## src/logic/ppc_isa_pkg.sv

```systemverilog
/*
 * Architectural definitions of the supported fixed-point subset: instruction
 * formats, primary and extended opcodes, register numbers and data words.
 */
package ppc_isa_pkg;

    typedef logic [0:31] word_t;
    typedef logic [0:4] reg_addr_t;

    typedef struct packed {
        logic [0:5]  opcd;
        reg_addr_t   rt;
        reg_addr_t   ra;
        logic [0:15] si;
    } d_form_t;

    typedef struct packed {
        logic [0:5] opcd;
        reg_addr_t  rt;
        reg_addr_t  ra;
        reg_addr_t  rb;
        logic [0:9] xo;
        logic       rc;
    } x_form_t;

    // Same word, read by format
    typedef union packed {
        d_form_t d_form;
        x_form_t x_form;
    } insn_t;

    localparam logic [0:5] OPCD_ADDI = 6'd14;
    localparam logic [0:5] OPCD_ANDI = 6'd28;
    localparam logic [0:5] OPCD_ORI  = 6'd24;
    localparam logic [0:5] OPCD_XORI = 6'd26;
    localparam logic [0:5] OPCD_X    = 6'd31;

    localparam logic [0:9] XO_ADD  = 10'd266;
    localparam logic [0:9] XO_SUBF = 10'd40;
    localparam logic [0:9] XO_NEG  = 10'd104;
    localparam logic [0:9] XO_AND  = 10'd28;
    localparam logic [0:9] XO_OR   = 10'd444;
    localparam logic [0:9] XO_XOR  = 10'd316;
    localparam logic [0:9] XO_NOR  = 10'd124;

endpackage

```

## src/logic/ppc_core_pkg.sv

```systemverilog
/*
 * Microarchitecture definitions shared by the core modules: result tags,
 * station sizing and the records passed between decode, dispatch and units.
 */
package ppc_core_pkg;

    localparam int TAG_WIDTH    = 3;
    localparam int RS_DEPTH     = 4;
    localparam int SLOT_WIDTH   = $clog2(RS_DEPTH);
    localparam int ADD_SUB_BASE = 0;
    localparam int LOGICAL_BASE = 4;

    typedef logic [0:TAG_WIDTH-1] tag_t;
    typedef logic [0:SLOT_WIDTH-1] slot_t;

    typedef enum logic [2:0] {ADD, SUBF, NEG, AND, OR, XOR, NOR} fx_op_t;
    typedef enum logic {ADD_SUB, LOGICAL} unit_sel_t;

    // Value when valid, otherwise the tag of the pending writer
    typedef struct packed {
        ppc_isa_pkg::word_t value;
        logic               valid;
        tag_t               tag;
    } operand_t;

    typedef struct packed {
        fx_op_t                 op;
        unit_sel_t              unit;
        ppc_isa_pkg::reg_addr_t rt;
        ppc_isa_pkg::reg_addr_t ra;
        ppc_isa_pkg::reg_addr_t rb;
        logic                   ra_zero;
        ppc_isa_pkg::word_t     imm;
        logic                   use_imm;
    } decoded_t;

    typedef struct packed {
        fx_op_t                 op;
        ppc_isa_pkg::reg_addr_t rt;
        operand_t               a;
        operand_t               b;
        tag_t                   tag;
    } rs_entry_t;

    typedef struct packed {
        tag_t                   tag;
        ppc_isa_pkg::reg_addr_t rt;
        ppc_isa_pkg::word_t     value;
    } result_t;

endpackage

```

## src/logic/instr_decode.sv

```systemverilog
`timescale 1ns/10ps

/*
 * Registered decode stage. Accepts instruction words over valid/ready and
 * presents the decoded operation to dispatch one cycle later.
 */
module instr_decode (
    input  logic clk,
    input  logic rst_n,

    input  logic instruction_valid,
    output logic instruction_ready,
    input  ppc_isa_pkg::word_t instruction,

    output logic decode_valid,
    input  logic decode_ready,
    output ppc_core_pkg::decoded_t decode
);
    import ppc_isa_pkg::*;
    import ppc_core_pkg::*;

    insn_t insn;
    decoded_t next_decode;
    logic supported;
    logic running;

    assign insn = instruction;
    // Held low until the first cycle after reset
    assign instruction_ready = running && (!decode_valid || decode_ready);

    always_comb begin
        next_decode = '0;
        supported = 1'b0;
        next_decode.rt = insn.d_form.rt;
        next_decode.ra = insn.d_form.ra;
        next_decode.rb = insn.x_form.rb;
        case (insn.d_form.opcd)
            OPCD_ADDI: begin
                supported = 1'b1;
                next_decode.op = ADD;
                next_decode.ra_zero = insn.d_form.ra == 5'd0;
                next_decode.imm = {{16{insn.d_form.si[0]}}, insn.d_form.si};
                next_decode.use_imm = 1'b1;
            end
            OPCD_ANDI, OPCD_ORI, OPCD_XORI: begin
                supported = 1'b1;
                if (insn.d_form.opcd == OPCD_ANDI)
                    next_decode.op = AND;
                else if (insn.d_form.opcd == OPCD_ORI)
                    next_decode.op = OR;
                else
                    next_decode.op = XOR;
                next_decode.unit = LOGICAL;
                // Logical forms write RA and read RS from the RT field
                next_decode.rt = insn.d_form.ra;
                next_decode.ra = insn.d_form.rt;
                next_decode.imm = {16'h0000, insn.d_form.si};
                next_decode.use_imm = 1'b1;
            end
            OPCD_X: begin
                supported = 1'b1;
                case (insn.x_form.xo)
                    XO_ADD:  next_decode.op = ADD;
                    XO_SUBF: next_decode.op = SUBF;
                    XO_NEG:  next_decode.op = NEG;
                    XO_AND:  next_decode.op = AND;
                    XO_OR:   next_decode.op = OR;
                    XO_XOR:  next_decode.op = XOR;
                    XO_NOR:  next_decode.op = NOR;
                    default: supported = 1'b0;
                endcase
                // neg has no second source, so operand B is a constant zero
                next_decode.use_imm = next_decode.op == NEG;
                if (next_decode.op inside {AND, OR, XOR, NOR}) begin
                    next_decode.unit = LOGICAL;
                    next_decode.rt = insn.x_form.ra;
                    next_decode.ra = insn.x_form.rt;
                end
            end
            default: supported = 1'b0;
        endcase
    end

    always_ff @(posedge clk) begin
        if (!rst_n) begin
            running      <= 1'b0;
            decode_valid <= 1'b0;
        end else begin
            running <= 1'b1;
            // Unsupported words are consumed without producing an operation
            if (instruction_ready)
                decode_valid <= instruction_valid && supported;
        end
    end

    always_ff @(posedge clk) begin
        if (instruction_ready && instruction_valid)
            decode <= next_decode;
    end

endmodule

```

## config.mk

```make
export PLATFORM = sky130hd
export DESIGN_NAME = instr_decode
export DESIGN_NICKNAME = d
export VERILOG_FILES = /design/src/logic/ppc_isa_pkg.sv /design/src/logic/ppc_core_pkg.sv /design/src/logic/instr_decode.sv
export SDC_FILE = /design/constraint.sdc
export NUM_CORES = 1
export LEC_CHECK = 0
export BUFFER_PORTS_ARGS = -buffer_cell sky130_fd_sc_hd__buf_2
export CAP_MARGIN = 5
export CORE_ASPECT_RATIO = 1.2
export CORE_MARGIN = 4
export CORE_UTILIZATION = 46
export DETAILED_ROUTE_END_ITERATION = 12
export PLACE_DENSITY = 0.84
export SLEW_MARGIN = 15
export SYNTH_ARGS = -nofsm -noshare
export SYNTH_HDL_FRONTEND = slang
export SYNTH_SLANG_ARGS = --single-unit
```

## constraint.sdc

```tcl
create_clock -name clk -period 2.8 [get_ports clk]
set_input_delay 0.56 -clock clk [delete_from_list [all_inputs] [get_ports clk]]
set_output_delay 0.56 -clock clk [all_outputs]
set_load 0.05 [all_outputs]
```

* Word-level counts from Yosys, hierarchy flattened
Cells that the tools add are included.
** Storage, ports and cells
- Input port bits :: 36
- Register bits after elaboration :: 55
- Word-level logic and storage cells :: 49
- Output and inout bits :: 55
** Cells by class
- Eq/ne operators :: 17
- Mux-type cells :: 12
- Reductions and logical operators :: 10
** Operators with widths (count)
- case mux 32 bit (2 select lines) :: 1
- == test 10 x 9 -> 1 bit, second input constant :: 3
- == test 6 x 5 -> 1 bit, second input constant :: 4
- case mux 11 bit (2 select lines) :: 1
- == test 10 x 7 -> 1 bit, second input constant :: 2
- case mux 3 bit (6 select lines) :: 1
- 2-to-1 mux 11 bit :: 1
- == test 10 x 5 -> 1 bit, second input constant :: 1
- == test 10 x 6 -> 1 bit, second input constant :: 1
- == test 3 bit, second input constant :: 3
- OR reduction 7 bit :: 1
- == test 3 x 2 -> 1 bit, second input constant :: 2
- == test 6 x 4 -> 1 bit, second input constant :: 1
- 2-to-1 mux 3 bit :: 2
- case mux 3 bit (2 select lines) :: 1
- logical NOT 5 bit :: 1
- case mux 1 bit (2 select lines) :: 2
- nonzero test 4 bit :: 1
- OR reduction 4 bit :: 1
- logical AND 1 bit :: 3
- 2-to-1 mux 1 bit :: 3
- OR reduction 3 bit :: 1
- logical NOT 1 bit :: 1
- logical OR 1 bit :: 1

* Depth between registers and ports, before layout
Gate-level depths: netlist of run 1.
- Depth in word-level cells :: 7
- Depth in mapped cells :: 7
- Gate-level depth less buffers :: 5

* Worst setup path after synthesis of run 1
No wires, ideal clock.
- Path kind :: input -> register
- From :: in decode_ready
- To :: reg decode_valid
- Buffers on the path :: 0
- Library setup time :: 0.077 ns
- Slack :: -0.534 ns
- Stages on the path :: 5
- Arrival :: 3.257 ns
- Cell sequence :: inv_1 > a21boi_0 > and2_1 > a21oi_1 > o22ai_1
** Between the ends
- Word-level cells in the longest chain between the ends :: 2
** RTL lines
- start: declaration :: RTL line instr_decode.sv:16 : input logic decode_ready,
- logical OR 1 bit :: RTL line instr_decode.sv:29 : assign instruction_ready = running && (!decode_valid || decode_ready);
- logical AND 1 bit :: RTL line instr_decode.sv:29
- via instruction_ready :: RTL line instr_decode.sv:12 : output logic instruction_ready,
- end signal: assignment :: RTL line instr_decode.sv:92 : decode_valid <= instruction_valid && supported;
- end: declaration :: RTL line instr_decode.sv:15 : output logic decode_valid,
The timed path passes the listed nets, and every way through them passes these cells.
A chain may end at the register's enable or synchronous reset.

==> impl_metrics.tcl, run 1 <==
set metrics [dict create \
    outcome "finished clean" \
    path_cells "buf_2 > or4_4 > a21oi_2 > a21oi_2 > buf_4 > mux2_4" \
    synth_mux_area_share_pct 7.50 \
    setup_tns_ns 0 \
    crit_arrival_ns 2.00 \
    cts_tree "yes" \
    cp_common_cell "a21oi_2" \
    final.setup_skew_ns 0.00438 \
    firstDrtPassIters 4 \
    diodes 0 \
    post_cts_buffers 0 \
    numCtsBuffers 5 \
    area_growth_pct 25.3 \
    ys.flop_type "edfxtp_1" \
    dieArea_um2 5350 \
    clk_latency_ns 0.28 \
    worstMarginPinSlew_ns 0.404 \
    drive_above_1_share_pct 50.6 \
    antenna_found_initial 0 \
    yosys_register_bits 40 \
    cp_max_fo 11 \
    synth_compound_area_share_pct 5.90 \
    h-tree-depth 2 \
    cts_hold_buf 0 \
    die_w_um 67.5 \
    syn-cell-area_um2 1950 \
    synth.avg_cell_area_um2 13.1 \
    io_pins 91 \
    avgViaCountPerCell 4.71 \
    cts_resized 0 \
    worst-path-buf-inv 2 \
    cp-end-kind "flop" \
    placementRows 25 \
    critical_path_class "input pin to flop" \
    crit_start "instruction[6]" \
    synth_top_family_by_area "simple AND/OR/NAND/NOR gates" \
    yosys.area_share.simple_pct 16.7 \
    reg2reg_slack_ns 1.36 \
    async_flop_share_pct 0 \
    routedWlPerCell_um 13.1 \
    nets 266 \
    synth_warnings 0 \
    fin_area_um2 2440 \
    drt_iter0_markers 72 \
    drt-total-wl_um 3730 \
    cts_sinks 40 \
    yosys.area_share.xor_xnor_pct 0.897 \
    grt_pass1_vias 1317 \
    synth_edf_count 38 \
    antenna_left 0 \
    cp-start-kind "input pin" \
    slowest_stage "or4_4" \
    final.min_clock_period_ns 1.97 \
    synthAdderAreaFrac_pct 0 \
    max_freq_mhz 508 \
    die_y_um 79.4 \
    ys_types 36 \
    slew_violations 0 \
    synth_top_area_share_pct 58.5 \
    power_w 0.00132 \
    power.density_nw_per_um2 542 \
    grt_start_max_net_pins 29 \
    clock-root-buffer "clkbuf_8" \
    cpPeakStageDelay_ns 0.54 \
    final-setup-viol-count 0 \
    hold_violations 0 \
    path_delay_family "simple AND/OR/NAND/NOR gates" \
    port_buffers 90 \
    ir_worst_vdd_v 0.000196 \
    grt_overflow 0 \
    hpwlAfterDp_um 3040 \
    ys_top_cells_by_count "edfxtp_1 (38), and2_1 (16), buf_4 (15)" \
    power_leakage_nw 1.00 \
    r2r-start "running$_DFF_P_" \
    grt_pass1_wl_um 5920 \
    hold_class "input pin to flop" \
    slew_headroom_pct 73.0 \
    yosysMostFrequentCell "edfxtp_1" \
    num_vias 1343 \
    fillers 361 \
    cp.required_ns 2.83 \
    maxCapViolCount 0 \
    ys_top_cells_by_area "edfxtp_1 (58%), mux2_4 (6.9%), buf_4 (5.8%)" \
    drc 0 \
    start_util_pct 48.8 \
    placed_area_um2 2360 \
    cts_buffer_depth 2 \
    syn-num-nets 185 \
    period_share_pct 70.3 \
    ys_seq_area_share_pct 60.5 \
    hp-start "rst_n" \
    gp_congestion 0.790 \
    synthesis.instances 149 \
    rsz0062_at_grt "no" \
    track_usage_pct 14.7 \
    path_clk_slew_ns 0.07 \
    yosys.area.top_type "edfxtp_1" \
    core_um2 4000 \
]
through the flow:
stage	setup slack (ns)	cells	util (%)	hold WS, ns
floorplan	0.274	149	-	0.588
global placement	0.570	277	59.0	0.664
detailed placement	0.544	277	59.0	0.677
CTS	0.848	285	61.1	0.392
global route	0.767	285	61.1	0.391
finish	0.831	285	61.1	0.403
sequential cells by signal, indices dropped and copies added (netlist names):
register      cells
running           1
decode           38
decode_valid      1
logic make-up after synthesis:
logic type	Yosys count
buf+inv	25
flops	40
xor+xnor	2
simple gates	55
compound gates	17
mux	10
per-layer routing:
| layer | GRT usage (%) | wire [µm] | share of wire [%] |
|---|---|---|---|
| met3 | 2.97 | 288 | 7.7 |
| met5 | 0 | 0 | 0 |
| met2 | 26.3 | 1960 | 53 |
| met4 | 6.69 | 70 | 1.9 |
| met1 | 16.3 | 1410 | 38 |
placed cells by master (no fill, tap or decap), types with 3 or more instances in the layout:
| cell type | Yosys | layout |
|---|---|---|
| nand2_1 | 6 | 6 |
| nor3_1 | 3 | 3 |
| buf_2 | 0 | 90 |
| nand4_1 | 3 | 3 |
| edfxtp_1 | 38 | 38 |
| inv_1 | 6 | 6 |
| clkbuf_8 | 0 | 5 |
| nor2_1 | 9 | 9 |
| mux2_4 | 9 | 9 |
| a21oi_1 | 3 | 3 |
| o31ai_1 | 4 | 4 |
| and2_1 | 16 | 15 |
| nand3_1 | 3 | 3 |
power by group:
group          total [W]  internal [W]  switching, W
Combinational   0.000284     0.0000749      0.000209
Sequential      0.000694      0.000686    0.00000814
Clock           0.000347      0.000174      0.000173
worst paths after layout:
| kind | endpoint | cells after the start |
|---|---|---|
| max | decode[47]$_DFFE_PP_ | 6 |
| min | running$_DFF_P_ | 1 |
| max reg2reg | decode[48]$_DFFE_PP_ | 3 |
| min reg2reg | decode_valid$_SDFFE_PN0P_ | 3 |
area by class of cell:
class	instances	area, µm²	area share [%]
inverter	6	22.5	0.921
clock buffer	7	76.3	3.12
clock inverter	1	5.00	0.205
timing repair buffer	93	485	19.9
sequential	40	1180	48.3
multi-input combinational	84	607	24.8
tap	54	67.6	2.76
worst register-to-register path, delay by kind of cell (launching register included):
kind	cells	cell delay, ns
simple gates	1	0.38
flops	1	0.30
compound gates	1	0.22
buf+inv	1	0.24
Power figures use the tool's default switching activity.
==> inputs of run 2 (changes only) <==
Clock period 2.8 ns to 1.9 ns, I/O delays scaled along.
==> impl_metrics.tcl, run 2 (same netlist as run 1, synthesis figures left out) <==
set metrics [dict create \
    outcome "finished clean" \
    routedWlPerCell_um 13.7 \
    antenna_left 0 \
    grt_pass1_vias 1335 \
    hpwlAfterDp_um 3160 \
    start_util_pct 48.8 \
    cts_tree "yes" \
    final_common_cell "buf_2" \
    clock-root-buffer "clkbuf_8" \
    die_w_um 67.5 \
    antenna_found_initial 0 \
    post_cts_buffers 0 \
    power_leakage_nw 1.06 \
    port_buffers 90 \
    cp.required_ns 1.94 \
    final-setup-viol-count 0 \
    hold_violations 0 \
    cp-start-kind "input pin" \
    crit_arrival_ns 1.71 \
    most-common-layout-cells "buf_2 (90), edfxtp_1 (38), and2_1 (15)" \
    cts_sinks 40 \
    cp-end-kind "flop" \
    drive_above_1_share_pct 53.1 \
    final.setup_skew_ns 0.0100 \
    max_freq_mhz 599 \
    num_vias 1421 \
    slew_violations 0 \
    cp_common_cell "a21oi_2" \
    rsz0062_at_grt "no" \
    timing.hold.ws_ns 0.223 \
    cpPeakStageDelay_ns 0.53 \
    io_pins 91 \
    regMostFlops "decode" \
    final_core_util_pct 63.6 \
    hold_class "input pin to flop" \
    placementRows 25 \
    power.density_nw_per_um2 835 \
    grt_start_max_net_pins 41 \
    numCtsBuffers 5 \
    cts_buffer_depth 2 \
    ir_worst_vdd_v 0.000333 \
    slowest_stage "or4_4" \
    cts_hold_buf 0 \
    path_cells "buf_2 > or4_4 > a21oi_2 > a21oi_2 > buf_12 > mux2_4" \
    reg.largest.list "decode x38, decode_valid x1, running x1" \
    critical_path_class "input pin to flop" \
    cts_resized 0 \
    worst-path-buf-inv 2 \
    nets 274 \
    maxCapViolCount 0 \
    dieArea_um2 5350 \
    h-tree-depth 2 \
    track_usage_pct 15.8 \
    grt_overflow 0 \
    drt_iter0_markers 36 \
    diodes 0 \
    grt_pass1_wl_um 6070 \
    drt-total-wl_um 4020 \
    gp_congestion 0.818 \
    core_um2 4000 \
    clk_latency_ns 0.29 \
    path_clk_slew_ns 0.08 \
    path_delay_family "simple AND/OR/NAND/NOR gates" \
    largest_reg_flops 38 \
    drc 0 \
    worstMarginPinSlew_ns 0.488 \
    period_share_pct 87.9 \
    firstDrtPassIters 4 \
    final.min_clock_period_ns 1.67 \
    slew_headroom_pct 67.5 \
    area_growth_pct 30.5 \
    cp_max_fo 11 \
    avgViaCountPerCell 4.85 \
    die_y_um 79.4 \
]
[run 2: path summary, 6_finish.rpt]
| kind | cells after the start | to | slack [ns] | start |
|---|---|---|---|---|
| worst max-delay path | 6 | decode[40]$_DFFE_PP_ | 0.23 | instruction[6] |
| worst min-delay path | 1 | running$_DFF_P_ | 0.22 | rst_n |
| worst max register to register | 2 | decode[33]$_SDFFCE_PP0P_ | 0.53 | decode_valid$_SDFFE_PN0P_ |
| worst min register to register | 3 | decode_valid$_SDFFE_PN0P_ | 0.73 | decode_valid$_SDFFE_PN0P_ |
[run 2: power breakdown]
part	switching [W]	internal, W	leakage, nW
registers	0.0000129	0.00101	0.350
clock network	0.000284	0.000388	0.0558
logic	0.000312	0.000120	0.659
[run 2: metal layers]
layer | part of all wire, % | wire length [µm] | GRT usage, % | up-vias
met5 | 0 | 0 | 0 | -
met4 | 2.1 | 85 | 9.74 | 0
met3 | 8.1 | 324 | 2.83 | 8
met2 | 53 | 2140 | 28.6 | 67
met1 | 36 | 1470 | 16.0 | 642
li1 | - | - | - | 704
[run 2: final cells by class]
cell class              instances  area (µm²)
clock buffers                   5        68.8
clock inverters                 3        42.5
fillers                       342        1460
inverters                       6        22.5
multi-input cells              84         619
flip-flops and latches         40        1180
well taps                      54        67.6
repair buffers                101         546
[run 2: through the flow]
step                std cells  area, µm²  power (W)  worst slack [ns]  setup TNS (ns)
floorplan                 149       1970    0.00137            0.0182               0
global placement          285       2440    0.00147           -0.0560          -0.528
detailed placement        285       2440    0.00148           -0.0849          -0.740
CTS                       293       2550    0.00215             0.228               0
global route              293       2550    0.00221             0.203               0
finish                    293       2550    0.00213             0.230               0
