**src/logic/ppc_isa_pkg.sv**
```systemverilog
/*
 * Architectural definitions of the supported fixed-point subset: instruction
 * formats, primary and extended opcodes, register numbers and data words.
 */
package ppc_isa_pkg;

    typedef logic [0:31] word_t;
    typedef logic [0:4] reg_addr_t;

    typedef struct packed {
        logic [0:5]  opcd;
        reg_addr_t   rt;
        reg_addr_t   ra;
        logic [0:15] si;
    } d_form_t;

    typedef struct packed {
        logic [0:5] opcd;
        reg_addr_t  rt;
        reg_addr_t  ra;
        reg_addr_t  rb;
        logic [0:9] xo;
        logic       rc;
    } x_form_t;

    // Same word, read by format
    typedef union packed {
        d_form_t d_form;
        x_form_t x_form;
    } insn_t;

    localparam logic [0:5] OPCD_ADDI = 6'd14;
    localparam logic [0:5] OPCD_ANDI = 6'd28;
    localparam logic [0:5] OPCD_ORI  = 6'd24;
    localparam logic [0:5] OPCD_XORI = 6'd26;
    localparam logic [0:5] OPCD_X    = 6'd31;

    localparam logic [0:9] XO_ADD  = 10'd266;
    localparam logic [0:9] XO_SUBF = 10'd40;
    localparam logic [0:9] XO_NEG  = 10'd104;
    localparam logic [0:9] XO_AND  = 10'd28;
    localparam logic [0:9] XO_OR   = 10'd444;
    localparam logic [0:9] XO_XOR  = 10'd316;
    localparam logic [0:9] XO_NOR  = 10'd124;

endpackage

```
**src/logic/ppc_core_pkg.sv**
```systemverilog
/*
 * Microarchitecture definitions shared by the core modules: result tags,
 * station sizing and the records passed between decode, dispatch and units.
 */
package ppc_core_pkg;

    localparam int TAG_WIDTH    = 3;
    localparam int RS_DEPTH     = 4;
    localparam int SLOT_WIDTH   = $clog2(RS_DEPTH);
    localparam int ADD_SUB_BASE = 0;
    localparam int LOGICAL_BASE = 4;

    typedef logic [0:TAG_WIDTH-1] tag_t;
    typedef logic [0:SLOT_WIDTH-1] slot_t;

    typedef enum logic [2:0] {ADD, SUBF, NEG, AND, OR, XOR, NOR} fx_op_t;
    typedef enum logic {ADD_SUB, LOGICAL} unit_sel_t;

    // Value when valid, otherwise the tag of the pending writer
    typedef struct packed {
        ppc_isa_pkg::word_t value;
        logic               valid;
        tag_t               tag;
    } operand_t;

    typedef struct packed {
        fx_op_t                 op;
        unit_sel_t              unit;
        ppc_isa_pkg::reg_addr_t rt;
        ppc_isa_pkg::reg_addr_t ra;
        ppc_isa_pkg::reg_addr_t rb;
        logic                   ra_zero;
        ppc_isa_pkg::word_t     imm;
        logic                   use_imm;
    } decoded_t;

    typedef struct packed {
        fx_op_t                 op;
        ppc_isa_pkg::reg_addr_t rt;
        operand_t               a;
        operand_t               b;
        tag_t                   tag;
    } rs_entry_t;

    typedef struct packed {
        tag_t                   tag;
        ppc_isa_pkg::reg_addr_t rt;
        ppc_isa_pkg::word_t     value;
    } result_t;

endpackage

```
**src/logic/add_sub_unit.sv**
```systemverilog
`timescale 1ns/10ps

/*
 * Add/subtract unit. A station feeds a one-cycle adder whose result register
 * is held until the write-back arbiter grants it.
 */
module add_sub_unit (
    input  logic clk,
    input  logic rst_n,

    input  logic push,
    input  ppc_core_pkg::rs_entry_t entry,
    output logic full,
    output ppc_core_pkg::slot_t free_slot,

    input  logic wb_valid,
    input  ppc_core_pkg::result_t wb,

    input  logic grant,
    output logic result_valid,
    output ppc_core_pkg::result_t result
);
    import ppc_core_pkg::*;

    logic issue;
    rs_entry_t op;

    reservation_station #(
        .DEPTH(RS_DEPTH),
        .BASE_TAG(ADD_SUB_BASE)
    ) station (
        .clk(clk),
        .rst_n(rst_n),
        .push(push),
        .entry(entry),
        .full(full),
        .free_slot(free_slot),
        .issue_ok(!result_valid || grant),
        .issue(issue),
        .issue_entry(op),
        .wb_valid(wb_valid),
        .wb(wb)
    );

    always_ff @(posedge clk) begin
        if (!rst_n)
            result_valid <= 1'b0;
        else if (issue)
            result_valid <= 1'b1;
        else if (grant)
            result_valid <= 1'b0;
    end

    always_ff @(posedge clk) begin
        if (issue) begin
            result.tag <= op.tag;
            result.rt  <= op.rt;
            case (op.op)
                SUBF:    result.value <= op.b.value - op.a.value;
                NEG:     result.value <= -op.a.value;
                default: result.value <= op.a.value + op.b.value;
            endcase
        end
    end

endmodule

```
**src/logic/reservation_station.sv**
```systemverilog
`timescale 1ns/10ps

/*
 * Reservation station for one execution unit. Entries collect their operands
 * from the write-back bus and issue lowest index first once both are known.
 */
module reservation_station #(
    parameter int DEPTH    = 4,
    parameter int BASE_TAG = 0
) (
    input  logic clk,
    input  logic rst_n,

    input  logic push,
    input  ppc_core_pkg::rs_entry_t entry,
    output logic full,
    output logic [0:$clog2(DEPTH)-1] free_slot,

    input  logic issue_ok,
    output logic issue,
    output ppc_core_pkg::rs_entry_t issue_entry,

    input  logic wb_valid,
    input  ppc_core_pkg::result_t wb
);
    import ppc_core_pkg::*;

    localparam int IDX_WIDTH = $clog2(DEPTH);

    rs_entry_t slots [0:DEPTH-1];
    logic [0:DEPTH-1] busy;
    logic [0:DEPTH-1] issued;
    logic [0:DEPTH-1] ready;
    logic [0:IDX_WIDTH-1] issue_idx;

    function automatic operand_t snoop(operand_t op);
        operand_t res;
        res = op;
        if (!op.valid && wb_valid && wb.tag == op.tag) begin
            res.value = wb.value;
            res.valid = 1'b1;
        end
        return res;
    endfunction

    // Downward scan leaves the lowest index selected
    always_comb begin
        free_slot = '0;
        issue_idx = '0;
        for (int i = DEPTH - 1; i >= 0; i--) begin
            ready[i] = busy[i] && !issued[i] && slots[i].a.valid && slots[i].b.valid;
            if (!busy[i])
                free_slot = IDX_WIDTH'(i);
            if (ready[i])
                issue_idx = IDX_WIDTH'(i);
        end
    end

    assign full = &busy;
    assign issue = issue_ok && |ready;
    assign issue_entry = slots[issue_idx];

    always_ff @(posedge clk) begin
        if (!rst_n) begin
            busy   <= '0;
            issued <= '0;
        end else begin
            for (int i = 0; i < DEPTH; i++) begin
                // Tag stays reserved until its own result is on the bus
                if (wb_valid && wb.tag == tag_t'(BASE_TAG + i))
                    busy[i] <= 1'b0;
                if (issue && issue_idx == IDX_WIDTH'(i))
                    issued[i] <= 1'b1;
                if (push && free_slot == IDX_WIDTH'(i)) begin
                    busy[i]   <= 1'b1;
                    issued[i] <= 1'b0;
                end
            end
        end
    end

    always_ff @(posedge clk) begin
        for (int i = 0; i < DEPTH; i++) begin
            if (push && free_slot == IDX_WIDTH'(i)) begin
                slots[i]   <= entry;
                slots[i].a <= snoop(entry.a);
                slots[i].b <= snoop(entry.b);
            end else begin
                slots[i].a <= snoop(slots[i].a);
                slots[i].b <= snoop(slots[i].b);
            end
        end
    end

endmodule

```
**config.mk**
```make
export PLATFORM = sky130hd
export DESIGN_NAME = add_sub_unit
export DESIGN_NICKNAME = d
export VERILOG_FILES = /design/src/logic/ppc_isa_pkg.sv /design/src/logic/ppc_core_pkg.sv /design/src/logic/add_sub_unit.sv /design/src/logic/reservation_station.sv
export SDC_FILE = /design/constraint.sdc
export NUM_CORES = 1
export LEC_CHECK = 0
export BUFFER_PORTS_ARGS = -buffer_cell sky130_fd_sc_hd__buf_2
export CORE_MARGIN = 3
export CORE_UTILIZATION = 55
export CTS_BUF_LIST = sky130_fd_sc_hd__clkbuf_4
export CTS_CLUSTER_SIZE = 8
export DETAILED_ROUTE_END_ITERATION = 6
export GPL_TIMING_DRIVEN = 1
export PLACE_DENSITY = 0.74
export SLEW_MARGIN = 5
export SYNTH_ARGS = -nofsm -noshare
export SYNTH_HDL_FRONTEND = slang
export SYNTH_SLANG_ARGS = --single-unit
```
**constraint.sdc**
```tcl
create_clock -name clk -period 5.4 [get_ports clk]
set_input_delay 0.54 -clock clk [delete_from_list [all_inputs] [get_ports clk]]
set_output_delay 0.54 -clock clk [all_outputs]
set_load 0.005 [all_outputs]
```
# Word level (Yosys, flattened, before mapping)
# Memories as Yosys holds them, arrays and structs flattened.
# Index checks and enable logic that the tools add are counted.
[totals]
reg_bits = 49
latchBits = 0
ramBits = 332
romBits = 0
in_bits = 128
out_inout_bits = 44
mem_count = 1
[op_classes]
n_addsub = 3
multipliers = 0
n_div = 0
order_cmp = 0
eq_ne = 21
shifts = 0
muxes = 73
bitwise = 17
reduce_logical = 75
[mem_list]
columns = ["memory", "words", "word_bits", "rd", "rd_ports_with_merged_regs", "write_ports", "line", "source"]
rows = [
  ["station.slots", 4, 83, 5, 0, 4, "reservation_station.sv:30", "rs_entry_t slots [0:DEPTH-1];"],
]
[ops]
columns = ["op", "n"]
rows = [
  ["two-way mux 33 bit", 26],
  ["two-way mux 36 bit", 16],
  ["one-hot mux 32 bit (2 select lines)", 1],
  ["logical AND 1 bit", 45],
  ["adder 32 bit", 1],
  ["negation 32 bit", 1],
  ["subtractor 32 bit", 1],
  ["== test 3 bit", 10],
  ["two-way mux 1 bit", 22],
  ["two-way mux 2 bit", 8],
  ["bitwise OR 1 bit", 16],
  ["zero test 1 bit", 15],
  ["nonzero test 2 bit", 5],
  ["== test 3 x 2 -> 1 bit (second input constant)", 3],
  ["== test 2 bit (second input constant)", 4],
  ["OR reduction 2 bit", 4],
  ["== test 3 x 1 -> 1 bit (second input constant)", 2],
  ["== test 2 x 1 -> 1 bit (second input constant)", 2],
  ["zero test 2 bit", 2],
  ["AND reduction 4 bit", 1],
  ["OR reduction 4 bit", 1],
  ["zero test 3 bit", 1],
  ["logical OR 1 bit", 1],
  ["NOT 1 bit", 1],
]

# Logic depth before layout (Yosys ltp)
# Gate-level depths: netlist (run 1).
# An unclocked memory read counts as a cell.
[depth]
ltp_word = 11
ltp_mapped = 20
ltp_nobuf = 17

# Cells and area by module
# Synthesis (run 1) repeated with hierarchy kept, for this count alone.
[hier_totals]
cells_unflattened = 1688
area_unflattened_um2 = 21281.7
[modules_own_cells]
columns = ["module", "instances", "cells_each", "area_per_inst_um2", "seq_area_each_um2"]
rows = [
  ["reservation_station", 1, 1042, 16009.1, 10129.7],
  ["add_sub_unit", 1, 646, 5272.6, 1221.2],
]

# Least setup slack after synthesis (run 1)
# OpenSTA, ideal clock, no wires.
[synth_path]
kind = "register to register"
startpoint = "memory station.slots[2][6] (netlist name)"
endpoint = "register result[31] (netlist name) (data pin)"
setup_ns = 0.261
t_arrival_ns = 4.142
t_required_ns = 5.139
path_slack_ns = 0.996
stages_incl_launch_ff = 20
synth_period_minus_slack_ns = 4.404
path_cell_list = "edfxtp_1 and4b_1 buf_6 and3_1 buf_2 a222oi_1 and3_1 buf_2 clkbuf_1 a21oi_1 ha_1 a211oi_1 nor2_1 o311ai_0 a21oi_1 o2111ai_1 a31oi_1 or4_1 o2111ai_1 nor3_1"
[synth_rtl]
columns = ["element", "line", "source"]
rows = [
  ["start: declaration", "reservation_station.sv:30", ""],
  ["end: declaration", "add_sub_unit.sv:21", "output ppc_core_pkg::result_t result"],
]

# Worst setup path after layout (run 1)
[layout_path]
startpoint = "register station.busy[1] (netlist name)"
endpoint = "register result[31] (netlist name) (data pin)"
[layout_via]
elab_chain_len = 8
[layout_rtl]
columns = ["element", "line", "source"]
rows = [
  ["start: declaration", "reservation_station.sv:31", "logic [0:DEPTH-1] busy;"],
  ["start signal: assignment", "reservation_station.sv:65", "busy <= '0;"],
  ["start signal: indexed assignment", "reservation_station.sv:71", "busy[i] <= 1'b0;"],
  ["start signal: indexed assignment", "reservation_station.sv:75", "busy[i] <= 1'b1;"],
  ["logical AND 1 bit (*) (3 in a row)", "reservation_station.sv:51", "ready[i] = busy[i] && !issued[i] && slots[i].a.valid && slots[i].b.valid;"],
  ["two-way mux 2 bit (*) (2 in a row)", "reservation_station.sv:54", "if (ready[i])"],
  ["memory read (4 x 83 bit) (*)", "n/a", ""],
  ["adder 32 bit (tied with other cells)", "add_sub_unit.sv:61", "default: result.value <= op.a.value + op.b.value;"],
  ["one-hot mux 32 bit (2 select lines) (*)", "add_sub_unit.sv:58", "case (op.op)"],
]
# Mark *: on every way between the ends. The rest lies on a longest branch, timed or not.
# A chain may end at the register's enable or synchronous reset.

==> metrics.txt, run 1 <==
# TYPE chip_impl_metric gauge
chip_impl_info{name="crit_path_end_kind",value="register"} 1
chip_impl_metric{name="synth_async_sr_flop_share",unit=""} 0
chip_impl_metric{name="worst-slew-pin-transition",unit="ns"} 1.145
chip_impl_info{name="reg2reg_from",value="station.busy[1]"} 1
chip_impl_metric{name="layout-drive-gt1-share",unit=""} 0.3328
chip_impl_metric{name="seq_area",unit="um^2"} 11350
chip_impl_metric{name="start_util",unit=""} 0.5666
chip_impl_info{name="startpoint",value="station.busy[1]"} 1
chip_impl_metric{name="worst_r2r_path_depth",unit=""} 17
chip_impl_metric{name="grt_pass1_wl",unit="um"} 85820
chip_impl_metric{name="gp_congestion",unit=""} 0.9138
chip_impl_metric{name="worst_ep_arrival_time",unit="ns"} 5.61
chip_impl_metric{name="clkLatencyLatePin",unit="ns"} 0.79
chip_impl_info{name="path_class",value="reg2reg"} 1
chip_impl_metric{name="drv_slew",unit=""} 0
chip_impl_metric{name="cts_num_sinks",unit=""} 381
chip_impl_metric{name="grt_max_degree",unit=""} 46
chip_impl_metric{name="synth-edff-count",unit=""} 372
chip_impl_metric{name="fin_crit_sh",unit=""} 0.9414
chip_impl_metric{name="routed_wl",unit="um"} 56060
chip_impl_metric{name="num-nets-final",unit=""} 2120
chip_impl_metric{name="synthesis.instances",unit=""} 1665
chip_impl_metric{name="area_growth",unit="%"} 15.76
chip_impl_metric{name="critPathMaxFanout",unit=""} 18
chip_impl_metric{name="yosysWarningCount",unit=""} 0
chip_impl_metric{name="cts.htree.levels",unit=""} 3
chip_impl_metric{name="setup_violations",unit=""} 0
chip_impl_info{name="startpoint_type",value="register"} 1
chip_impl_metric{name="timing.final.hold_violations",unit=""} 0
chip_impl_metric{name="drt_drc_violations_left",unit=""} 0
chip_impl_metric{name="routed-via-count",unit=""} 15135
chip_impl_metric{name="globalRoute.totalOverflow",unit=""} 0
chip_impl_metric{name="totalPowerFinal",unit="mW"} 7.756
chip_impl_metric{name="synthesis.area",unit="um^2"} 20450
chip_impl_metric{name="place_hpwl",unit="um"} 36850
chip_impl_metric{name="power.static_leakage",unit="nW"} 8.936
chip_impl_metric{name="arithmetic_cell_share_of_the_synthesized_area_counting_full_adders_half_adders_and_majority_gates",unit=""} 0.04173
chip_impl_info{name="worst_r2r_endpoint",value="result[31]"} 1
chip_impl_info{name="synth_ff_type",value="sky130_fd_sc_hd__edfxtp_1"} 1
chip_impl_metric{name="cell_pwr_density",unit="nW/um^2"} 327.7
chip_impl_metric{name="clock_pin_slew_worst_setup_and_hold_paths",unit="ns"} 0.07
chip_impl_info{name="tritoncts_clock_tree",value="done"} 1
chip_impl_metric{name="cts_inserted_buffers",unit=""} 98
chip_impl_metric{name="cts.path.max_buffers",unit=""} 3
chip_impl_metric{name="pre_cts_ws",unit="ns"} 0.3204
chip_impl_metric{name="yosys.area_share.simple",unit=""} 0.1092
chip_impl_metric{name="final_period_minus_worst_setup_slack",unit="ns"} 5.084
chip_impl_metric{name="antenna_found_initial",unit=""} 13
chip_impl_metric{name="achievable-frequency",unit="MHz"} 196.7
chip_impl_metric{name="finalClockSkew",unit="ns"} 0.05758
chip_impl_metric{name="port-buffer-count",unit=""} 166
chip_impl_info{name="hold_path.class",value="in2reg"} 1
chip_impl_metric{name="num_io_pins",unit=""} 172
chip_impl_metric{name="drtIter0Drc",unit=""} 1622
chip_impl_info{name="grt_setup_unrepaired",value="no"} 1
chip_impl_metric{name="chipHeight",unit="um"} 198.8
chip_impl_metric{name="placed_cell_area",unit="um^2"} 22190
chip_impl_metric{name="synth-compound-area-share",unit=""} 0.09337
chip_impl_metric{name="fillers",unit=""} 2802
chip_impl_info{name="synth_top_family_by_area",value="multiplexers"} 1
chip_impl_metric{name="fp.coreArea",unit="um^2"} 36090
chip_impl_metric{name="maxCapViolCount",unit=""} 0
chip_impl_metric{name="synth.avg_cell_area",unit="um^2"} 12.28
chip_impl_metric{name="row_count",unit=""} 69
chip_impl_metric{name="design.die.area",unit="um^2"} 39530
chip_impl_metric{name="reg2reg_setup_slack",unit="ns"} 0.32
chip_impl_metric{name="finalInstanceArea",unit="um^2"} 23670
chip_impl_metric{name="synth.net_count",unit=""} 1860
chip_impl_metric{name="max_ir_drop_vdd",unit="mV"} 0.1812
chip_impl_info{name="status",value="finished, final reports clean"} 1
chip_impl_metric{name="die_w",unit="um"} 198.8
chip_impl_metric{name="yosys.cell_types.count",unit=""} 62
chip_impl_metric{name="share_of_cell_area_taken_by_muxes_after_synthesis",unit=""} 0.1434
chip_impl_metric{name="multi_input_logic_area",unit="um^2"} 8803
chip_impl_metric{name="timing.final.ws_setup",unit="ns"} 0.3163
chip_impl_metric{name="final_core_util",unit=""} 0.6560
chip_impl_metric{name="route.detailed.wl_per_inst",unit="um"} 22.69
chip_impl_metric{name="synth.ff_latch_count",unit=""} 381
chip_impl_metric{name="first_pass_iters",unit=""} 6
chip_impl_metric{name="slew-limit-headroom",unit=""} 0.2369
chip_impl_info{name="setup.worst_path.end",value="result[31]"} 1
chip_impl_metric{name="viasPerCell",unit=""} 6.125
chip_impl_metric{name="xor_xnor_share_of_the_synthesized_area",unit=""} 0.03298
chip_impl_info{name="cts-root-buf",value="sky130_fd_sc_hd__clkbuf_4"} 1
chip_impl_metric{name="drtAntennaViolNets",unit=""} 0
chip_impl_metric{name="critical_path_required",unit="ns"} 5.92
chip_impl_metric{name="grt_pass1_vias",unit=""} 15279
chip_impl_metric{name="fin_setup_tns",unit="ns"} 0
chip_impl_metric{name="yosysSeqAreaShare",unit=""} 0.5551
chip_impl_metric{name="grt_util_all_layers",unit=""} 0.2843
[sequential cells by signal (all words and copies together) (netlist names)]
signal and count:
station.slots 332, result 40, station.busy 4, station.issued 4, result_valid 1
[kinds of logic (layout without fill, tap and decap cells)]
group	after synthesis	in the layout
multiplexers	261	261
XOR/XNOR	77	77
other	0	9
adder cells (fa/ha/maj)	67	67
AND/OR/NAND/NOR	470	470
buffers and inverters	128	464
AO/OA/AOI/OAI	281	281
flip-flops	381	381
[how the worst min path moves through the flow]
stage	cells past startpoint	start	slack (ns)	to
after floorplan	2	station.busy[2]	0.46	station.busy[2]
after CTS	2	entry[43]	0.03	station.slots[2][43]
final	2	entry[35]	0.1	station.slots[1][35]
after global placement	2	station.busy[2]	0.48	station.busy[2]
after global routing	2	entry[54]	0.05	station.slots[1][54]
after detailed placement	2	station.busy[2]	0.49	station.busy[2]
[through the flow]
stage	std cells	hold slack, ns
6_report	2471	0.09954
5_1_grt	2467	0.04621
4_1_cts	2462	0.02942
3_5_place_dp	2269	0.4870
3_3_place_gp	2269	0.4759
2_1_floorplan	1665	0.4584
[cell type report]
class                   instances  share of cell area
clock buffers                 148             0.04694
clock inverters                28            0.007030
repair buffers                235             0.06089
flip-flops and latches        381              0.4795
inverters                      53            0.008404
well taps                     461             0.02437
diodes                          9           0.0009514
multi-input cells            1156              0.3719
[cell usage in the layout, fill, tap and decap left out, types with 5 or more instances in the layout]
cell type                       count
sky130_fd_sc_hd__edfxtp_1         372
sky130_fd_sc_hd__nand2_1          260
sky130_fd_sc_hd__mux2_2           256
sky130_fd_sc_hd__buf_2            166
sky130_fd_sc_hd__clkbuf_4         148
sky130_fd_sc_hd__a21oi_1           96
sky130_fd_sc_hd__ha_1              65
sky130_fd_sc_hd__inv_1             52
sky130_fd_sc_hd__xor2_1            50
sky130_fd_sc_hd__nor2_1            49
sky130_fd_sc_hd__buf_4             48
sky130_fd_sc_hd__a222oi_1          41
sky130_fd_sc_hd__o21ai_0           38
sky130_fd_sc_hd__and4_1            32
sky130_fd_sc_hd__xnor2_1           27
sky130_fd_sc_hd__a21o_1            25
sky130_fd_sc_hd__nand3_1           24
sky130_fd_sc_hd__nor3_1            23
sky130_fd_sc_hd__clkinv_1          20
sky130_fd_sc_hd__dlygate4sd3_1     17
sky130_fd_sc_hd__nand3b_1          14
sky130_fd_sc_hd__nand2b_1          12
sky130_fd_sc_hd__a31oi_1           10
sky130_fd_sc_hd__diode_2            9
sky130_fd_sc_hd__o31ai_4            9
sky130_fd_sc_hd__nor2_4             9
sky130_fd_sc_hd__dfxtp_1            9
sky130_fd_sc_hd__o21a_1             8
sky130_fd_sc_hd__o31ai_1            8
sky130_fd_sc_hd__nand4_1            7
sky130_fd_sc_hd__and3_1             6
sky130_fd_sc_hd__a211oi_1           6
sky130_fd_sc_hd__o21bai_1           6
sky130_fd_sc_hd__or2_2              5
sky130_fd_sc_hd__nor2b_1            5
sky130_fd_sc_hd__nor4_1             5
sky130_fd_sc_hd__mux2i_1            5
[per-layer routing]
| metal | global-route usage | wire, um | up-vias | share of wire |
|---|---|---|---|---|
| met1 | 0.3914 | 22970 | 7355 | 0.41 |
| met5 | 0 | 76 | - | 0.0014 |
| li1 | - | - | 6918 | - |
| met4 | 0.09526 | 1260 | 12 | 0.022 |
| met3 | 0.05996 | 5362 | 107 | 0.096 |
| met2 | 0.4537 | 26390 | 743 | 0.47 |
[critical path, cell delays in order, from the launching register on]
cell and delay [ns]:
sky130_fd_sc_hd__dfxtp_1 0.43, sky130_fd_sc_hd__and4b_1 0.48, sky130_fd_sc_hd__o31ai_4 0.17, sky130_fd_sc_hd__a222oi_1 0.45, sky130_fd_sc_hd__and3_1 0.25, sky130_fd_sc_hd__buf_4 0.29, sky130_fd_sc_hd__a21oi_1 0.08, sky130_fd_sc_hd__ha_1 0.42
sky130_fd_sc_hd__a211oi_1 0.23, sky130_fd_sc_hd__nor2_1 0.10, sky130_fd_sc_hd__o311ai_1 0.45, sky130_fd_sc_hd__buf_4 0.21, sky130_fd_sc_hd__a21oi_1 0.13, sky130_fd_sc_hd__o2111ai_1 0.28, sky130_fd_sc_hd__a31oi_1 0.17, sky130_fd_sc_hd__or4_1 0.50
sky130_fd_sc_hd__o2111ai_1 0.12, sky130_fd_sc_hd__nor3_1 0.08
[cell usage after synthesis, types with 7 or more instances]
cell                         n  area share
sky130_fd_sc_hd__edfxtp_1  372        0.55
sky130_fd_sc_hd__nand2_1   260       0.048
sky130_fd_sc_hd__mux2_2    256        0.14
sky130_fd_sc_hd__a21oi_1    96       0.023
sky130_fd_sc_hd__ha_1       65       0.040
sky130_fd_sc_hd__clkbuf_1   64       0.012
sky130_fd_sc_hd__nor2_1     58       0.011
sky130_fd_sc_hd__inv_1      52      0.0095
sky130_fd_sc_hd__xor2_1     50       0.021
sky130_fd_sc_hd__a222oi_1   41       0.020
sky130_fd_sc_hd__o21ai_0    38      0.0093
sky130_fd_sc_hd__and4_1     32       0.014
sky130_fd_sc_hd__xnor2_1    27       0.012
sky130_fd_sc_hd__a21o_1     25      0.0092
sky130_fd_sc_hd__nand3_1    24      0.0059
sky130_fd_sc_hd__nor3_1     23      0.0056
sky130_fd_sc_hd__o31ai_1    17      0.0062
sky130_fd_sc_hd__nand3b_1   14      0.0051
sky130_fd_sc_hd__nand2b_1   12      0.0037
sky130_fd_sc_hd__a31oi_1    10      0.0031
sky130_fd_sc_hd__dfxtp_1     9      0.0088
sky130_fd_sc_hd__o21a_1      8      0.0029
sky130_fd_sc_hd__a211oi_1    7      0.0026
sky130_fd_sc_hd__and3_1      7      0.0021
sky130_fd_sc_hd__nand4_1     7      0.0021
[power by group]
part	switching [mW]	total [mW]	internal [mW]	leakage (nW)
logic	1.00	1.72	0.712	4.69
registers	0.0415	3.51	3.46	3.49
clock network	1.19	2.53	1.34	0.763
total	2.24	7.76	5.52	8.94
[repair_timing]
item,in CTS,in global routing
hold buffers,17,0
endpoints found under the setup margin,0,2
hold endpoints to repair,68,0
buffers inserted,0,0
resized for setup,0,5
Note: power is estimated with default switching activity, not from simulation.
==> inputs of run 2 (changes only) <==
--- a/config.mk
+++ b/config.mk
@@ -12,7 +12,7 @@
 export CTS_CLUSTER_SIZE = 8
 export DETAILED_ROUTE_END_ITERATION = 6
 export GPL_TIMING_DRIVEN = 1
-export PLACE_DENSITY = 0.74
+export PLACE_DENSITY_LB_ADDON = 0.15
 export SLEW_MARGIN = 5
 export SYNTH_ARGS = -nofsm -noshare
 export SYNTH_HDL_FRONTEND = slang
==> metrics.txt, run 2 (synthesized netlist as in run 1, its figures left out) <==
# TYPE chip_impl_metric gauge
chip_impl_metric{name="place_inst",unit=""} 2269
chip_impl_metric{name="place_hpwl",unit="um"} 36300
chip_impl_metric{name="fin_crit_sh",unit=""} 0.9387
chip_impl_metric{name="slew-limit-headroom",unit=""} 0.2747
chip_impl_info{name="violations",value="DRC"} 1
chip_impl_metric{name="grt_util_all_layers",unit=""} 0.2778
chip_impl_metric{name="largest_reg_flops",unit=""} 332
chip_impl_metric{name="placed_cell_area",unit="um^2"} 22200
chip_impl_info{name="crit_path_end_kind",value="register"} 1
chip_impl_metric{name="timing.final.hold_violations",unit=""} 0
chip_impl_metric{name="drtIter0Drc",unit=""} 1398
chip_impl_metric{name="power.static_leakage",unit="nW"} 8.929
chip_impl_metric{name="layout-drive-gt1-share",unit=""} 0.3293
chip_impl_metric{name="row_count",unit=""} 69
chip_impl_metric{name="grt_pass1_vias",unit=""} 14951
chip_impl_metric{name="port-buffer-count",unit=""} 166
chip_impl_metric{name="num-nets-final",unit=""} 2129
chip_impl_info{name="most_frequent_standard_cell_in_the_layout_excluding_fill_and_tap_cells",value="sky130_fd_sc_hd__edfxtp_1"} 1
chip_impl_metric{name="route.detailed.wl_per_inst",unit="um"} 22.33
chip_impl_info{name="layout_common_cells",value="sky130_fd_sc_hd__edfxtp_1, sky130_fd_sc_hd__nand2_1, sky130_fd_sc_hd__mux2_2, sky130_fd_sc_hd__buf_2, sky130_fd_sc_hd__clkbuf_4"} 1
chip_impl_metric{name="antenna_found_initial",unit=""} 7
chip_impl_metric{name="viasPerCell",unit=""} 6.062
chip_impl_metric{name="cts.htree.levels",unit=""} 3
chip_impl_info{name="startpoint_type",value="register"} 1
chip_impl_metric{name="die_w",unit="um"} 198.8
chip_impl_info{name="cts-root-buf",value="sky130_fd_sc_hd__clkbuf_4"} 1
chip_impl_info{name="largest_registers",value="station.slots (332), result (40)"} 1
chip_impl_metric{name="cts_num_sinks",unit=""} 381
chip_impl_metric{name="critical_path_required",unit="ns"} 5.91
chip_impl_metric{name="critPathMaxFanout",unit=""} 20
chip_impl_metric{name="routed_wl",unit="um"} 55130
chip_impl_metric{name="chipHeight",unit="um"} 198.8
chip_impl_metric{name="fillers",unit=""} 2822
chip_impl_metric{name="area_growth",unit="%"} 15.87
chip_impl_metric{name="fp.coreArea",unit="um^2"} 36090
chip_impl_metric{name="grt_max_degree",unit=""} 72
chip_impl_metric{name="globalRoute.totalOverflow",unit=""} 0
chip_impl_metric{name="fin_setup_tns",unit="ns"} 0
chip_impl_metric{name="drtAntennaViolNets",unit=""} 0
chip_impl_metric{name="drt_drc_violations_left",unit=""} 11
chip_impl_metric{name="setup_violations",unit=""} 0
chip_impl_metric{name="finalClockSkew",unit="ns"} 0.04976
chip_impl_info{name="largest_register",value="station.slots"} 1
chip_impl_metric{name="finalInstanceArea",unit="um^2"} 23690
chip_impl_metric{name="post_layout_nonfiller_instances",unit=""} 2469
chip_impl_metric{name="clock_pin_slew_worst_setup_and_hold_paths",unit="ns"} 0.07
chip_impl_metric{name="worst_ep_arrival_time",unit="ns"} 5.58
chip_impl_metric{name="worst-slew-pin-transition",unit="ns"} 1.088
chip_impl_metric{name="fin_hold_ws",unit="ns"} 0.08753
chip_impl_metric{name="first_pass_iters",unit=""} 7
chip_impl_metric{name="maxCapViolCount",unit=""} 0
chip_impl_metric{name="num_io_pins",unit=""} 172
chip_impl_metric{name="cell_pwr_density",unit="nW/um^2"} 323.5
chip_impl_metric{name="clkLatencyLatePin",unit="ns"} 0.80
chip_impl_metric{name="design.die.area",unit="um^2"} 39530
chip_impl_info{name="hold_path.class",value="in2reg"} 1
chip_impl_metric{name="cts_inserted_buffers",unit=""} 99
chip_impl_metric{name="achievable-frequency",unit="MHz"} 197.3
chip_impl_metric{name="grt_pass1_wl",unit="um"} 83440
chip_impl_info{name="tritoncts_clock_tree",value="done"} 1
chip_impl_metric{name="gp_congestion",unit=""} 0.9265
chip_impl_metric{name="drv_slew",unit=""} 0
chip_impl_info{name="hold_path_startpoint",value="entry[72]"} 1
chip_impl_info{name="path_class",value="reg2reg"} 1
chip_impl_info{name="startpoint",value="station.busy[1]"} 1
chip_impl_info{name="status",value="complete, but fails checks"} 1
chip_impl_metric{name="cts.path.max_buffers",unit=""} 3
chip_impl_metric{name="start_util",unit=""} 0.5666
chip_impl_info{name="reg2reg_from",value="station.busy[1]"} 1
chip_impl_info{name="grt_setup_unrepaired",value="no"} 1
chip_impl_metric{name="routed-via-count",unit=""} 14966
chip_impl_metric{name="final_period_minus_worst_setup_slack",unit="ns"} 5.069
chip_impl_metric{name="max_ir_drop_vdd",unit="mV"} 0.1917
==> run 2: path summary, 6_finish.rpt <==
| kind | to | slack [ns] | cells after the start |
|---|---|---|---|
| worst min-delay path | station.slots[3][72] | 0.09 | 2 |
| worst min register to register | result[33] | 0.47 | 2 |
| worst max-delay path | result[31] | 0.33 | 18 |
| worst max register to register | result[31] | 0.33 | 18 |
==> run 2: layout make-up <==
class | count | area, um^2 | area share
Sequential cell | 381 | 11350 | 0.4791
Multi-Input combinational cell | 1156 | 8806 | 0.3717
Timing Repair Buffer | 243 | 1531 | 0.06464
Clock buffer | 140 | 1051 | 0.04436
Tap cell | 461 | 576.8 | 0.02434
Inverter | 53 | 198.9 | 0.008396
Clock inverter | 31 | 168.9 | 0.007129
Antenna cell | 4 | 10.01 | 0.0004225
==> run 2: critical path, cell delays in order (launching register included) <==
cell and delay [ns]:
sky130_fd_sc_hd__dfxtp_1 0.43, sky130_fd_sc_hd__and4b_2 0.40, sky130_fd_sc_hd__nor3_1 0.09, sky130_fd_sc_hd__a22o_1 0.19, sky130_fd_sc_hd__a222oi_1 0.41, sky130_fd_sc_hd__and3_2 0.38, sky130_fd_sc_hd__buf_12 0.19, sky130_fd_sc_hd__a21oi_1 0.08
sky130_fd_sc_hd__ha_1 0.42, sky130_fd_sc_hd__a211oi_1 0.24, sky130_fd_sc_hd__nor2_1 0.10, sky130_fd_sc_hd__o311ai_0 0.45, sky130_fd_sc_hd__buf_4 0.23, sky130_fd_sc_hd__a21oi_1 0.12, sky130_fd_sc_hd__o2111ai_1 0.27, sky130_fd_sc_hd__a31oi_1 0.14
sky130_fd_sc_hd__or4_1 0.48, sky130_fd_sc_hd__o2111ai_1 0.10, sky130_fd_sc_hd__nor3_1 0.08
==> run 2: report_power, final <==
part | leakage, nW | total, mW | internal [mW] | switching [mW]
Clock | 0.719 | 2.43 | 1.24 | 1.19
Combinational | 4.72 | 1.73 | 0.726 | 1.00
Sequential | 3.49 | 3.51 | 3.47 | 0.0423
Total | 8.93 | 7.67 | 5.43 | 2.23
==> run 2: repair_timing <==
item | in CTS | in global routing
buffers inserted | 0 | 1
gates resized for setup | 0 | 5
setup endpoints to repair | 0 | 7
hold buffers | 24 | 0
endpoints found under the hold margin | 82 | 0
==> run 2: metrics by stage <==
step / setup slack, ns / utilization / power (mW)
2_1_floorplan: 0.9965 / - / 4.711
3_3_place_gp: 0.1614 / 0.6152 / 5.220
3_5_place_dp: 0.05865 / 0.6152 / 5.250
4_1_cts: 0.01937 / 0.6557 / 7.694
5_1_grt: 0.05213 / 0.6566 / 8.043
6_report: 0.3308 / 0.6566 / 7.665
==> run 2: routing by layer <==
layer,vias to the layer above,part of all wire,track usage,wire length (um)
met4,6,0.027,0.09656,1478
met5,-,0.00065,0,36
met2,638,0.48,0.4509,26310
met1,7280,0.42,0.3724,22990
li1,6923,-,-,-
met3,119,0.078,0.06131,4321
